<file path="src/bp_led_pkg.sv">
// Drive LED definitions
// Mode codes held in the LED registers and the blink phase layout

package bp_led_pkg;

	// Codes not listed here show as off
	typedef enum logic [3:0] {
		led_off       = 4'd0,
		led_on        = 4'd1,
		led_blink_1hz = 4'd2,
		led_blink_2hz = 4'd3,
		led_blink_4hz = 4'd4
	} led_mode_e;

	// Three square waves from one eighth-second counter
	typedef logic [2:0] blink_phase_t;

	localparam int phase_4hz_bit = 0;
	localparam int phase_2hz_bit = 1;
	localparam int phase_1hz_bit = 2;

endpackage

</file>
<file path="src/bp_reg_pkg.sv">
// Backplane register map
// Port addresses, reset values and field widths seen by the I2C host

package bp_reg_pkg;

	// *********************************************************
	// Widths
	// *********************************************************

	// Drive bays on the backplane
	localparam int num_drives = 15;

	typedef logic [7:0] reg_addr_t;
	typedef logic [7:0] reg_data_t;

	// *********************************************************
	// Port base addresses
	// *********************************************************

	// Presence, 5V good and 12V good, two bytes each
	localparam reg_addr_t addr_status_base  = 8'h00;
	localparam reg_addr_t addr_pwr_en_base  = 8'h10;
	// Eight bytes each, two drives per byte
	localparam reg_addr_t addr_health_base  = 8'h20;
	localparam reg_addr_t addr_fault_base   = 8'h30;
	localparam reg_addr_t addr_version_base = 8'hF0;

	// *********************************************************
	// Reset values
	// *********************************************************

	// Enables are active low, so all bays start unpowered
	localparam reg_data_t pwr_en_reset  = 8'hFF;
	// Even drive on, odd drive off
	localparam reg_data_t led_reg_reset = 8'h01;

	// Version header
	localparam reg_data_t version_major = 8'h01;
	localparam reg_data_t version_minor = 8'h00;

endpackage

</file>
<file path="src/backplane_regs.sv">
`timescale 1ns/100ps

// Backplane register file
// Decodes the register pointer, holds power enable and LED mode bytes,
// and returns registered read data for the I2C engine.

module backplane_regs (
	input  logic                                sysclk,
	input  logic                                reset,
	input  bp_reg_pkg::reg_addr_t               reg_addr,
	input  bp_reg_pkg::reg_data_t               wr_data,
	input  logic                                wr_strobe,
	input  logic                                rd_strobe,
	output bp_reg_pkg::reg_data_t               rd_data,
	input  logic [bp_reg_pkg::num_drives-1:0]   present_l_sync,
	input  logic [bp_reg_pkg::num_drives-1:0]   p5v_sync,
	input  logic [bp_reg_pkg::num_drives-1:0]   p12v_sync,
	output logic [bp_reg_pkg::num_drives-1:0]   pwr_en_l,
	output logic [4*bp_reg_pkg::num_drives-1:0] health_modes,
	output logic [4*bp_reg_pkg::num_drives-1:0] fault_modes
);
	import bp_reg_pkg::*;

	logic [15:0] pwr_en_q;
	logic [63:0] health_q;
	logic [63:0] fault_q;
	logic        sel_pwr;
	logic        sel_health;
	logic        sel_fault;
	reg_data_t   rd_mux;

	// *********************************************************
	// Address decode
	// *********************************************************

	assign sel_pwr    = (reg_addr[7:1] == addr_pwr_en_base[7:1]);
	assign sel_health = (reg_addr[7:3] == addr_health_base[7:3]);
	assign sel_fault  = (reg_addr[7:3] == addr_fault_base[7:3]);

	// *********************************************************
	// Writable ports
	// *********************************************************

	always_ff @(posedge sysclk) begin
		if (reset) begin
			pwr_en_q <= {2{pwr_en_reset}};
			health_q <= {8{led_reg_reset}};
			fault_q  <= {8{led_reg_reset}};
		end else if (wr_strobe) begin
			// Status, version and unmapped addresses take no writes
			if (sel_pwr)
				pwr_en_q[{reg_addr[0], 3'b000} +: 8] <= wr_data;
			if (sel_health)
				health_q[{reg_addr[2:0], 3'b000} +: 8] <= wr_data;
			if (sel_fault)
				fault_q[{reg_addr[2:0], 3'b000} +: 8] <= wr_data;
		end
	end

	// Pin flop on the enables, bit 15 stays internal
	always_ff @(posedge sysclk) begin
		if (reset)
			pwr_en_l <= '1;
		else
			pwr_en_l <= pwr_en_q[num_drives-1:0];
	end

	assign health_modes = health_q[4*num_drives-1:0];
	assign fault_modes  = fault_q[4*num_drives-1:0];

	// *********************************************************
	// Read mux
	// *********************************************************

	always_comb begin
		rd_mux = '0;
		if (sel_pwr) begin
			rd_mux = pwr_en_q[{reg_addr[0], 3'b000} +: 8];
		end else if (sel_health) begin
			rd_mux = health_q[{reg_addr[2:0], 3'b000} +: 8];
		end else if (sel_fault) begin
			rd_mux = fault_q[{reg_addr[2:0], 3'b000} +: 8];
		end else begin
			case (reg_addr)
				addr_status_base:         rd_mux = present_l_sync[7:0];
				addr_status_base + 8'd1:  rd_mux = {1'b0, present_l_sync[num_drives-1:8]};
				addr_status_base + 8'd2:  rd_mux = p5v_sync[7:0];
				addr_status_base + 8'd3:  rd_mux = {1'b0, p5v_sync[num_drives-1:8]};
				addr_status_base + 8'd4:  rd_mux = p12v_sync[7:0];
				addr_status_base + 8'd5:  rd_mux = {1'b0, p12v_sync[num_drives-1:8]};
				addr_version_base:        rd_mux = version_major;
				addr_version_base + 8'd1: rd_mux = version_minor;
				default:                  rd_mux = '0;
			endcase
		end
	end

	always_ff @(posedge sysclk) begin
		if (rd_strobe)
			rd_data <= rd_mux;
	end

endmodule

</file>
<file path="src/backplane_top.sv">
`timescale 1ns/100ps

// Drive backplane management top level
// I2C register access to drive status, power enables and LED modes,
// plus the blink time base and heartbeat

module backplane_top #(
	parameter logic [6:0] i2c_addr    = 7'h40,
	parameter int         tick_cycles = 6_250_000
) (
	input  logic                              sysclk,
	input  logic                              reset,
	input  logic                              scl,
	input  logic                              sda_in,
	output logic                              sda_pull,
	input  logic [bp_reg_pkg::num_drives-1:0] drive_present_l,
	input  logic [bp_reg_pkg::num_drives-1:0] p5v_good,
	input  logic [bp_reg_pkg::num_drives-1:0] p12v_good,
	output logic [bp_reg_pkg::num_drives-1:0] pwr_en_l,
	output logic [bp_reg_pkg::num_drives-1:0] health_led,
	output logic [bp_reg_pkg::num_drives-1:0] fault_led,
	output logic                              heart
);
	import bp_reg_pkg::*;
	import bp_led_pkg::*;

	logic [num_drives-1:0]   present_l_sync;
	logic [num_drives-1:0]   p5v_sync;
	logic [num_drives-1:0]   p12v_sync;
	reg_addr_t               reg_addr;
	reg_data_t               wr_data;
	reg_data_t               rd_data;
	logic                    wr_strobe;
	logic                    rd_strobe;
	logic [4*num_drives-1:0] health_modes;
	logic [4*num_drives-1:0] fault_modes;
	blink_phase_t            blink_phase;

	// *********************************************************
	// Host access path
	// *********************************************************

	drive_status_sync drive_status_sync_inst (
		.sysclk          (sysclk),
		.reset           (reset),
		.drive_present_l (drive_present_l),
		.p5v_good        (p5v_good),
		.p12v_good       (p12v_good),
		.present_l_sync  (present_l_sync),
		.p5v_sync        (p5v_sync),
		.p12v_sync       (p12v_sync)
	);

	i2c_target #(
		.i2c_addr (i2c_addr)
	) i2c_target_inst (
		.sysclk    (sysclk),
		.reset     (reset),
		.scl       (scl),
		.sda_in    (sda_in),
		.sda_pull  (sda_pull),
		.reg_addr  (reg_addr),
		.wr_data   (wr_data),
		.wr_strobe (wr_strobe),
		.rd_strobe (rd_strobe),
		.rd_data   (rd_data)
	);

	backplane_regs backplane_regs_inst (
		.sysclk         (sysclk),
		.reset          (reset),
		.reg_addr       (reg_addr),
		.wr_data        (wr_data),
		.wr_strobe      (wr_strobe),
		.rd_strobe      (rd_strobe),
		.rd_data        (rd_data),
		.present_l_sync (present_l_sync),
		.p5v_sync       (p5v_sync),
		.p12v_sync      (p12v_sync),
		.pwr_en_l       (pwr_en_l),
		.health_modes   (health_modes),
		.fault_modes    (fault_modes)
	);

	// *********************************************************
	// LED drive
	// *********************************************************

	blink_timebase #(
		.tick_cycles (tick_cycles)
	) blink_timebase_inst (
		.sysclk      (sysclk),
		.reset       (reset),
		.blink_phase (blink_phase),
		.heart       (heart)
	);

	led_pattern led_pattern_inst (
		.sysclk       (sysclk),
		.reset        (reset),
		.health_modes (health_modes),
		.fault_modes  (fault_modes),
		.blink_phase  (blink_phase),
		.health_led   (health_led),
		.fault_led    (fault_led)
	);

endmodule

</file>
<file path="src/blink_timebase.sv">
`timescale 1ns/100ps

// Blink time base
// Eighth-second prescaler feeding a 3-bit phase counter, which gives
// the 4/2/1 Hz blink waves and the heartbeat

module blink_timebase #(
	parameter int tick_cycles = 6_250_000
) (
	input  logic                     sysclk,
	input  logic                     reset,
	output bp_led_pkg::blink_phase_t blink_phase,
	output logic                     heart
);
	import bp_led_pkg::*;

	localparam int pre_w = $clog2(tick_cycles + 1);

	logic [pre_w-1:0] pre_cnt;
	logic             tick;

	assign tick = (pre_cnt == pre_w'(tick_cycles - 1));

	always_ff @(posedge sysclk) begin
		if (reset) begin
			pre_cnt     <= '0;
			blink_phase <= '0;
		end else begin
			pre_cnt <= tick ? '0 : pre_cnt + 1'b1;
			// Wraps every second
			if (tick)
				blink_phase <= blink_phase + 3'd1;
		end
	end

	assign heart = blink_phase[phase_1hz_bit];

endmodule

</file>
<file path="src/drive_status_sync.sv">
`timescale 1ns/100ps

// Drive status synchronizer
// Two flops per presence and power-good input before the register file

module drive_status_sync (
	input  logic                              sysclk,
	input  logic                              reset,
	input  logic [bp_reg_pkg::num_drives-1:0] drive_present_l,
	input  logic [bp_reg_pkg::num_drives-1:0] p5v_good,
	input  logic [bp_reg_pkg::num_drives-1:0] p12v_good,
	output logic [bp_reg_pkg::num_drives-1:0] present_l_sync,
	output logic [bp_reg_pkg::num_drives-1:0] p5v_sync,
	output logic [bp_reg_pkg::num_drives-1:0] p12v_sync
);
	import bp_reg_pkg::*;

	localparam int chain_w = 3 * num_drives;
	// Empty bays, no power good
	localparam logic [chain_w-1:0] chain_reset = {{num_drives{1'b1}}, {2*num_drives{1'b0}}};

	logic [chain_w-1:0] meta_q;
	logic [chain_w-1:0] sync_q;

	always_ff @(posedge sysclk) begin
		if (reset) begin
			meta_q <= chain_reset;
			sync_q <= chain_reset;
		end else begin
			meta_q <= {drive_present_l, p5v_good, p12v_good};
			sync_q <= meta_q;
		end
	end

	assign present_l_sync = sync_q[3*num_drives-1:2*num_drives];
	assign p5v_sync       = sync_q[2*num_drives-1:num_drives];
	assign p12v_sync      = sync_q[num_drives-1:0];

endmodule

</file>
<file path="src/i2c_target.sv">
`timescale 1ns/100ps

// I2C target byte engine
// Turns bus traffic into a register pointer and write/read strobes.
// SDA is driven as an open-drain pull and resolved outside the block.

module i2c_target #(
	parameter logic [6:0] i2c_addr = 7'h40
) (
	input  logic                  sysclk,
	input  logic                  reset,
	input  logic                  scl,
	input  logic                  sda_in,
	output logic                  sda_pull,
	output bp_reg_pkg::reg_addr_t reg_addr,
	output bp_reg_pkg::reg_data_t wr_data,
	output logic                  wr_strobe,
	output logic                  rd_strobe,
	input  bp_reg_pkg::reg_data_t rd_data
);
	import bp_reg_pkg::*;

	typedef enum logic [2:0] {
		st_idle,
		st_dev_addr,
		st_ack,
		st_pointer,
		st_wr_data,
		st_rd_data,
		st_rd_ack
	} state_e;

	state_e     state;
	state_e     ack_next;
	logic [1:0] scl_sync;
	logic [1:0] sda_sync;
	logic       scl_prev;
	logic       sda_prev;
	logic       scl_rise;
	logic       scl_fall;
	logic       start_det;
	logic       stop_det;
	logic       byte_done;
	logic       rx_shift;
	logic       tx_shift;
	logic [3:0] bit_cnt;
	logic [1:0] rd_pend;
	reg_data_t  shift_reg;

	// *********************************************************
	// Bus sampling and event detect
	// *********************************************************

	assign scl_rise  = scl_sync[1] & ~scl_prev;
	assign scl_fall  = ~scl_sync[1] & scl_prev;
	// SDA moving while SCL stays high
	assign start_det = scl_sync[1] & scl_prev & sda_prev & ~sda_sync[1];
	assign stop_det  = scl_sync[1] & scl_prev & ~sda_prev & sda_sync[1];
	assign byte_done = scl_fall && (bit_cnt == 4'd8);

	assign rx_shift = scl_rise &&
		(state == st_dev_addr || state == st_pointer || state == st_wr_data);
	assign tx_shift = scl_fall &&
		(state == st_rd_data || state == st_rd_ack ||
		(state == st_ack && ack_next == st_rd_data));

	// Data path, shared between receive and transmit
	always_ff @(posedge sysclk) begin
		if (rd_pend[1])
			shift_reg <= rd_data;
		else if (rx_shift)
			shift_reg <= {shift_reg[6:0], sda_sync[1]};
		else if (tx_shift)
			shift_reg <= {shift_reg[6:0], 1'b0};

		if (byte_done && state == st_wr_data)
			wr_data <= shift_reg;
	end

	// *********************************************************
	// Protocol FSM
	// *********************************************************

	always_ff @(posedge sysclk) begin
		if (reset) begin
			scl_sync  <= 2'b11;
			sda_sync  <= 2'b11;
			scl_prev  <= 1'b1;
			sda_prev  <= 1'b1;
			state     <= st_idle;
			ack_next  <= st_idle;
			bit_cnt   <= '0;
			sda_pull  <= 1'b0;
			reg_addr  <= '0;
			wr_strobe <= 1'b0;
			rd_strobe <= 1'b0;
			rd_pend   <= '0;
		end else begin
			scl_sync  <= {scl_sync[0], scl};
			sda_sync  <= {sda_sync[0], sda_in};
			scl_prev  <= scl_sync[1];
			sda_prev  <= sda_sync[1];
			wr_strobe <= 1'b0;
			rd_strobe <= 1'b0;
			// Read data is picked up two cycles after the strobe
			rd_pend   <= {rd_pend[0], rd_strobe};

			// Pointer steps once the written byte has been taken
			if (wr_strobe)
				reg_addr <= reg_addr + 8'd1;

			if (start_det) begin
				// Also covers repeated start, pointer is kept
				state    <= st_dev_addr;
				bit_cnt  <= '0;
				sda_pull <= 1'b0;
			end else if (stop_det) begin
				state    <= st_idle;
				sda_pull <= 1'b0;
			end else begin
				case (state)
					st_dev_addr: begin
						if (scl_rise) begin
							bit_cnt <= bit_cnt + 4'd1;
						end else if (byte_done) begin
							bit_cnt <= '0;
							if (shift_reg[7:1] == i2c_addr) begin
								sda_pull <= 1'b1;
								state    <= st_ack;
								if (shift_reg[0]) begin
									ack_next  <= st_rd_data;
									rd_strobe <= 1'b1;
								end else begin
									ack_next <= st_pointer;
								end
							end else begin
								// Someone else's transfer, stay off the bus
								state <= st_idle;
							end
						end
					end
					st_pointer: begin
						if (scl_rise) begin
							bit_cnt <= bit_cnt + 4'd1;
						end else if (byte_done) begin
							bit_cnt  <= '0;
							reg_addr <= shift_reg;
							sda_pull <= 1'b1;
							state    <= st_ack;
							ack_next <= st_wr_data;
						end
					end
					st_wr_data: begin
						if (scl_rise) begin
							bit_cnt <= bit_cnt + 4'd1;
						end else if (byte_done) begin
							bit_cnt   <= '0;
							wr_strobe <= 1'b1;
							sda_pull  <= 1'b1;
							state     <= st_ack;
							ack_next  <= st_wr_data;
						end
					end
					st_ack: begin
						// End of the ACK bit
						if (scl_fall) begin
							state <= ack_next;
							if (ack_next == st_rd_data)
								sda_pull <= ~shift_reg[7];
							else
								sda_pull <= 1'b0;
						end
					end
					st_rd_data: begin
						if (scl_rise) begin
							bit_cnt <= bit_cnt + 4'd1;
						end else if (byte_done) begin
							bit_cnt  <= '0;
							sda_pull <= 1'b0;
							reg_addr <= reg_addr + 8'd1;
							state    <= st_rd_ack;
						end else if (scl_fall) begin
							sda_pull <= ~shift_reg[7];
						end
					end
					st_rd_ack: begin
						if (scl_rise) begin
							// NACK ends the read
							if (sda_sync[1])
								state <= st_idle;
							else
								rd_strobe <= 1'b1;
						end else if (scl_fall) begin
							sda_pull <= ~shift_reg[7];
							state    <= st_rd_data;
						end
					end
					default: begin
						sda_pull <= 1'b0;
					end
				endcase
			end
		end
	end

endmodule

</file>
<file path="src/led_pattern.sv">
`timescale 1ns/100ps

// LED pattern generator
// Maps each drive's health and fault mode onto the blink phases and
// registers the LED levels

module led_pattern (
	input  logic                                sysclk,
	input  logic                                reset,
	input  logic [4*bp_reg_pkg::num_drives-1:0] health_modes,
	input  logic [4*bp_reg_pkg::num_drives-1:0] fault_modes,
	input  bp_led_pkg::blink_phase_t            blink_phase,
	output logic [bp_reg_pkg::num_drives-1:0]   health_led,
	output logic [bp_reg_pkg::num_drives-1:0]   fault_led
);
	import bp_reg_pkg::*;
	import bp_led_pkg::*;

	function automatic logic led_level(input logic [3:0] mode, input blink_phase_t phase);
		logic level;
		case (led_mode_e'(mode))
			led_off:       level = 1'b0;
			led_on:        level = 1'b1;
			led_blink_1hz: level = phase[phase_1hz_bit];
			led_blink_2hz: level = phase[phase_2hz_bit];
			led_blink_4hz: level = phase[phase_4hz_bit];
			// Reserved codes stay dark
			default:       level = 1'b0;
		endcase
		return level;
	endfunction

	always_ff @(posedge sysclk) begin
		if (reset) begin
			health_led <= '0;
			fault_led  <= '0;
		end else begin
			for (int i = 0; i < num_drives; i++) begin
				health_led[i] <= led_level(health_modes[4*i +: 4], blink_phase);
				fault_led[i]  <= led_level(fault_modes[4*i +: 4], blink_phase);
			end
		end
	end

endmodule
</file>
<file path="config.mk">
export PLATFORM = sky130hd
export DESIGN_NAME = backplane_top
export DESIGN_NICKNAME = d
export VERILOG_FILES = /design/src/bp_led_pkg.sv /design/src/bp_reg_pkg.sv /design/src/backplane_regs.sv /design/src/backplane_top.sv /design/src/blink_timebase.sv /design/src/drive_status_sync.sv /design/src/i2c_target.sv /design/src/led_pattern.sv
export SDC_FILE = /design/constraint.sdc
export NUM_CORES = 1
export LEC_CHECK = 0
export ABC_AREA = 1
export BUFFER_PORTS_ARGS = -buffer_cell sky130_fd_sc_hd__buf_2
export CAP_MARGIN = 20
export CORE_ASPECT_RATIO = 1.1
export CORE_MARGIN = 2
export CORE_UTILIZATION = 50
export DETAILED_ROUTE_END_ITERATION = 7
export MAX_ROUTING_LAYER = met4
export PLACE_DENSITY = 0.64
export SYNTH_ARGS = -nofsm -noshare
export SYNTH_HDL_FRONTEND = slang
export SYNTH_SLANG_ARGS = --single-unit
</file>
<file path="constraint.sdc">
create_clock -name sysclk -period 3.2 [get_ports sysclk]
set_input_delay 0.64 -clock sysclk [delete_from_list [all_inputs] [get_ports sysclk]]
set_output_delay 0.64 -clock sysclk [all_outputs]
set_load 0.005 [all_outputs]
</file>
==> Yosys cells after proc, flatten, opt, wreduce, memory -nomap -nowiden <==
Index checks and enable logic that the tools add are counted.
W data, S select, Z words.
{ "classes": {"n_mux": 91, "bitwise_logic": 15, "shift": 7, "addsub": 6, "n_eq_ne": 159, "n_div": 0, "n_lt_le_gt_ge": 0, "multipliers": 0, "reduce_logical": 29} }
{ "op_table": {"columns": ["op", "count"], "rows": [
  ["$eq A4 B2 Y1 const B", 60],
  ["$bwmux W64", 2],
  ["$shiftx A64 B7 Y8", 2],
  ["$eq A4 B1 Y1 const B", 30],
  ["$eq A4 B3 Y1 const B", 30],
  ["$pmux W1 S4", 30],
  ["$mux W8", 13],
  ["$shift A8 B8 Y64 const A", 1],
  ["$shiftx A8 B8 Y64", 1],
  ["$pmux W8 S7", 1],
  ["$mux W3", 16],
  ["$add A23 B1 Y23 const B", 1],
  ["$eq A23 B23 Y1 const B", 1],
  ["$mux W1", 20],
  ["$reduce_and A10 Y1", 2],
  ["$bwmux W16", 1],
  ["$eq A8 B2 Y1 const B", 2],
  ["$eq A8 B3 Y1 const B", 2],
  ["$ne A4 B1 Y1 const B", 4],
  ["$pmux W8 S2", 1],
  ["$reduce_and A8 Y1", 2],
  ["$shift A8 B6 Y16 const A", 1],
  ["$shiftx A16 B5 Y8", 1],
  ["$shiftx A8 B6 Y16", 1],
  ["42 further kinds", 82]
]} }
{ "totals": {"romBits": 0, "elab_cells": 333, "ramBits": 0, "out_inout_bits": 47, "mem_count": 0, "in_bits": 49, "latchBits": 0, "regBits": 358} }

==> Logic depth before layout (Yosys ltp) <==
{ "depth": {"ltp_word": 8, "depth_mapped": 13} }

==> Modules after synthesis <==
From an unflattened synthesis, not the netlist that was laid out.
{ "hier_totals": {"cells_unflattened": 2429, "hier_area_um2": 17294.1} }
{ "modules_own_cells": {"columns": ["module", "seq_area_each_um2", "area_each_um2", "cells_each", "instances"], "rows": [
  ["backplane_regs", 3423.3, 8627.0, 1193, 1],
  ["drive_status_sync", 1801.7, 2593.7, 281, 1],
  ["i2c_target", 1061.0, 2456.1, 342, 1],
  ["led_pattern", 600.6, 2190.9, 403, 1],
  ["blink_timebase", 520.5, 1426.4, 210, 1]
]} }

==> Least setup slack after synthesis <==
Ideal clock, no wire load.
{ "synth_timing": {"kind": "register -> register", "from": "register i2c_target_inst.reg_addr[1]", "to": "register backplane_regs_inst.fault_q[7]", "t_required_ns": 3.130, "synth_period_minus_slack_ns": 2.475, "path_stages_with_launch": 14, "slack_ns": 0.725, "setup_time_ns": 0.070, "arrival_ns": 2.405, "n_path_buf": 3, "path_cell_list": "dfxtp_1 buf_2 inv_2 clkbuf_1 ha_1 ha_1 inv_1 nand2_1 nor3_1 inv_2 nor2_2 buf_4 o21ai_0 a21oi_1"} }
{ "synth_via": {"elab_chain_cells": 3, "elab_cells_between_ends": 4, "classes_between": "add/sub: 1; shift: 2; mux: 1"} }
{ "synth_lines": {"columns": ["element", "line_no", "text"], "rows": [
  ["start, declared", "i2c_target.sv:15", "output bp_reg_pkg::reg_addr_t reg_addr,"],
  ["start signal, assigned", "i2c_target.sv:110", "reg_addr <= reg_addr + 8'd1;"],
  ["start signal, assigned", "i2c_target.sv:147", "reg_addr <= shift_reg;"],
  ["start signal, assigned", "i2c_target.sv:180", "reg_addr <= reg_addr + 8'd1;"],
  ["$neg A6 Y8 (*)", "backplane_regs.sv:56", "fault_q[{reg_addr[2:0], 3'b000} +: 8] <= wr_data;"],
  ["$shiftx A8 B8 Y64 or $shift A8 B8 Y64 (tied branches)", "backplane_regs.sv:56", null],
  ["$bwmux W64 (*)", "backplane_regs.sv:56", null],
  ["end signal, assigned", "backplane_regs.sv:48", "fault_q <= {8{led_reg_reset}};"],
  ["end signal, assigned by index", "backplane_regs.sv:56", null],
  ["end, declared", "backplane_regs.sv:26", "logic [63:0] fault_q;"]
]} }
Every way passes the cells marked *; elsewhere a longest branch is shown, timed or not.
A chain may end at the register's enable or synchronous reset.

==> Worst setup path after layout <==
{ "layout_timing": {"from": "register i2c_target_inst.reg_addr[0]", "to": "register backplane_regs_inst.fault_q[27]"} }
Same word-level chain as after synthesis.

==> flow_summary.yaml <==
clock_tree:
  cts_tree: "yes"
  clockRootBuffer: "clkbuf_16"
  clock_latency_ns: 0.53
  clkSlewWorstSetupHoldPaths_ns: 0.07
  postCtsSetupBuffers: 0
  clock-sinks: 358
  cts_resized: 0
  clock_path_buffers: 3
  cts_inserted_buffers: 39
  htreeDepth: 2
  ctsHoldBuffers: 0
yosys:
  yosysMostFrequentCell: "dfxtp_1"
  synthFlopType: "dfxtp_1"
  syn_area_mm2: 0.01538
  synth_nets: 2135
  synth_top_cells_by_count: "dfxtp_1 (334), nand2_1 (296), inv_1 (272)"
  synth_edf_count: 24
  synthTopCellsByArea: "dfxtp_1 (43%), a21oi_1 (7.4%), nand2_1 (7.2%)"
  yosysTopAreaCellShare: 0.4348
  yosys.area.top_type: "dfxtp_1"
  async_flop_share: 0
  ys_ff_latch: 358
  syn_avg_cell_area_um2: 7.408
  synth_cell_types: 37
  ys_warn_count: 0
  seq_area_frac_synth: 0.4817
  synthCells: 2076
critical_path:
  cp_max_fo: 112
  cp_num_buf_inv: 1
  worst_path_largest_cell_delay_ns: 0.81
  crit_path_end_kind: "register"
  path_common_cell: "nand2_1"
  critical-path-top-delay-family: "buffers and inverters"
  crit-reg2reg-launch: "i2c_target_inst.reg_addr[0]"
  startpoint: "i2c_target_inst.reg_addr[0]"
  crit_slowest_cell: "buf_4"
  critPathLaunchType: "register"
  path_class: "reg2reg"
  crit_chain: "buf_4, ha_1, nand2_1, nor2_1, nand2_1, o21ai_0, a21oi_1"
  arrival_ns: 3.10
  cp.required_ns: 3.60
cells_and_area:
  syn2layout_area_growth_pct: 13.66
  seqCellArea_mm2: 0.007408
  multi_input_area_mm2: 0.006525
  layout-drive-gt1-share: 0.1121
  fin_nets: 2199
  fillers: 2910
  reg_top3: "backplane_regs_inst.fault_q (64), backplane_regs_inst.health_q (64)"
  fin_cells: 2583
sta:
  period_minus_slack_ns: 2.705
  grt_setup_unrepaired: "false"
  worst_slew_pin_slew_ns: 1.068
  finalMaxSlewViolations: 0
  hold_viol_final: 0
  setup_violations: 0
  setup_tns_ns: 0
  period_share: 0.8453
  setup_ws_ns: 0.4950
  skew_ns: 0.01511
  fmax_mhz: 369.7
  max-slew-margin-rel: 0.2877
placement:
  pre_cts_slack_ns: 0.6014
  dp.cells: 2513
  hpwl_mm: 32.05
  placement.io_buffers: 95
  gp_congestion: 1.027
drt:
  viasPerCell: 5.355
  vias: 13831
  ant_nets: 0
  drc_errors: 0
  post_drt_wl_per_cell_um: 17.36
  initialDrtViolationCount: 1440
  first_pass_iters: 7
  wirelength_mm: 44.84
hold_path:
  hold_class: "in2reg"
  hold_start: "drive_present_l[13]"
global_route:
  grt_start_max_net_pins: 113
  grt_usage: 0.2852
  grt-ovfl-total: 0
  grt_pass1_vias: 12694
  antenna_found_initial: 1
  grt_pass1_wl_mm: 69.90
run_status:
  status: "complete, no violations"
power:
  leakagePower_uw: 0.007231
  powerDensity_mw_per_mm2: 548.2
  ir_drop_v: 0.0004529
flow_run:
  drv_cap: 0
die:
  rows: 67
  die_w_um: 171.2
  ioPinCount: 96
  fp.dieArea_mm2: 0.03218
  die_h_um: 187.9
  start_util: 0.5068
  coreArea_mm2: 0.03035
[cell families (layout without fill, tap and decap cells)]
kind of cell / after synthesis / after routing / synth area share
AND/OR/NAND/NOR: 801 / 801 / 0.2263
adder cells (fa/ha/maj): 10 / 10 / 0.008136
flip-flops: 358 / 358 / 0.4817
XOR/XNOR: 10 / 10 / 0.005695
other: 0 / 1 / 0
buffers and inverters: 378 / 470 / 0.09405
AO/OA/AOI/OAI: 519 / 519 / 0.1842
[cell type report]
cell class              count  area share
diodes                      1   0.0001432
repair buffers            115     0.03686
clock inverters            10    0.005082
clock buffers              59     0.06958
inverters                 286     0.06156
flip-flops and latches    358      0.4238
well taps                 414     0.02963
multi-input cells        1340      0.3733
[layer usage]
metal / wire, um / GRT usage / share of wire / vias up
met3: 2582 / 0.03651 / 0.058 / 112
met5: 0 / - / 0 / -
met4: 1595 / 0.09713 / 0.036 / 0
li1: - / - / - / 6929
met2: 21350 / 0.4639 / 0.48 / 478
met1: 19320 / 0.3660 / 0.43 / 6312
[metrics by stage]
step	utilization	total power, uW	hold WS [ns]	area (um2)
floorplan	-	5020	0.3883	15380
global placement	0.5325	5135	0.3907	16160
detailed placement	0.5329	5142	0.3916	16170
CTS	0.5759	9647	0.2771	17480
global route	0.5760	9945	0.2728	17480
finish	0.5760	9582	0.2916	17480
[cell usage in the layout (no fill, tap or decap), drive strengths merged, types with 3 or more instances in the layout]
cell type    n
o21a         3
o22ai        3
nor2       251
a21oi      228
nand3b       3
ha          10
buf        114
nor3        44
nor3b        7
xor2        10
a211oi      11
edfxtp      24
nand4       18
nand3      135
o211ai      73
inv        286
or2         43
clkinv       7
clkbuf      59
dfxtp      334
nand2      299
o21ai      196
[final timing paths]
check                                 endpoint  slack, ns  cells after the start
max reg2reg    backplane_regs_inst.fault_q[27]       0.49                      7
max            backplane_regs_inst.fault_q[27]       0.49                      7
min reg2reg  drive_status_sync_inst.sync_q[26]       0.39                      2
min          drive_status_sync_inst.meta_q[43]       0.29                      2
[report_power, final]
group	internal (uW)	total, uW	switching [uW]
Clock	2710	4540	1820
Sequential	4600	4640	46.3
Combinational	148	405	257
(Power assumes the default switching activity.)
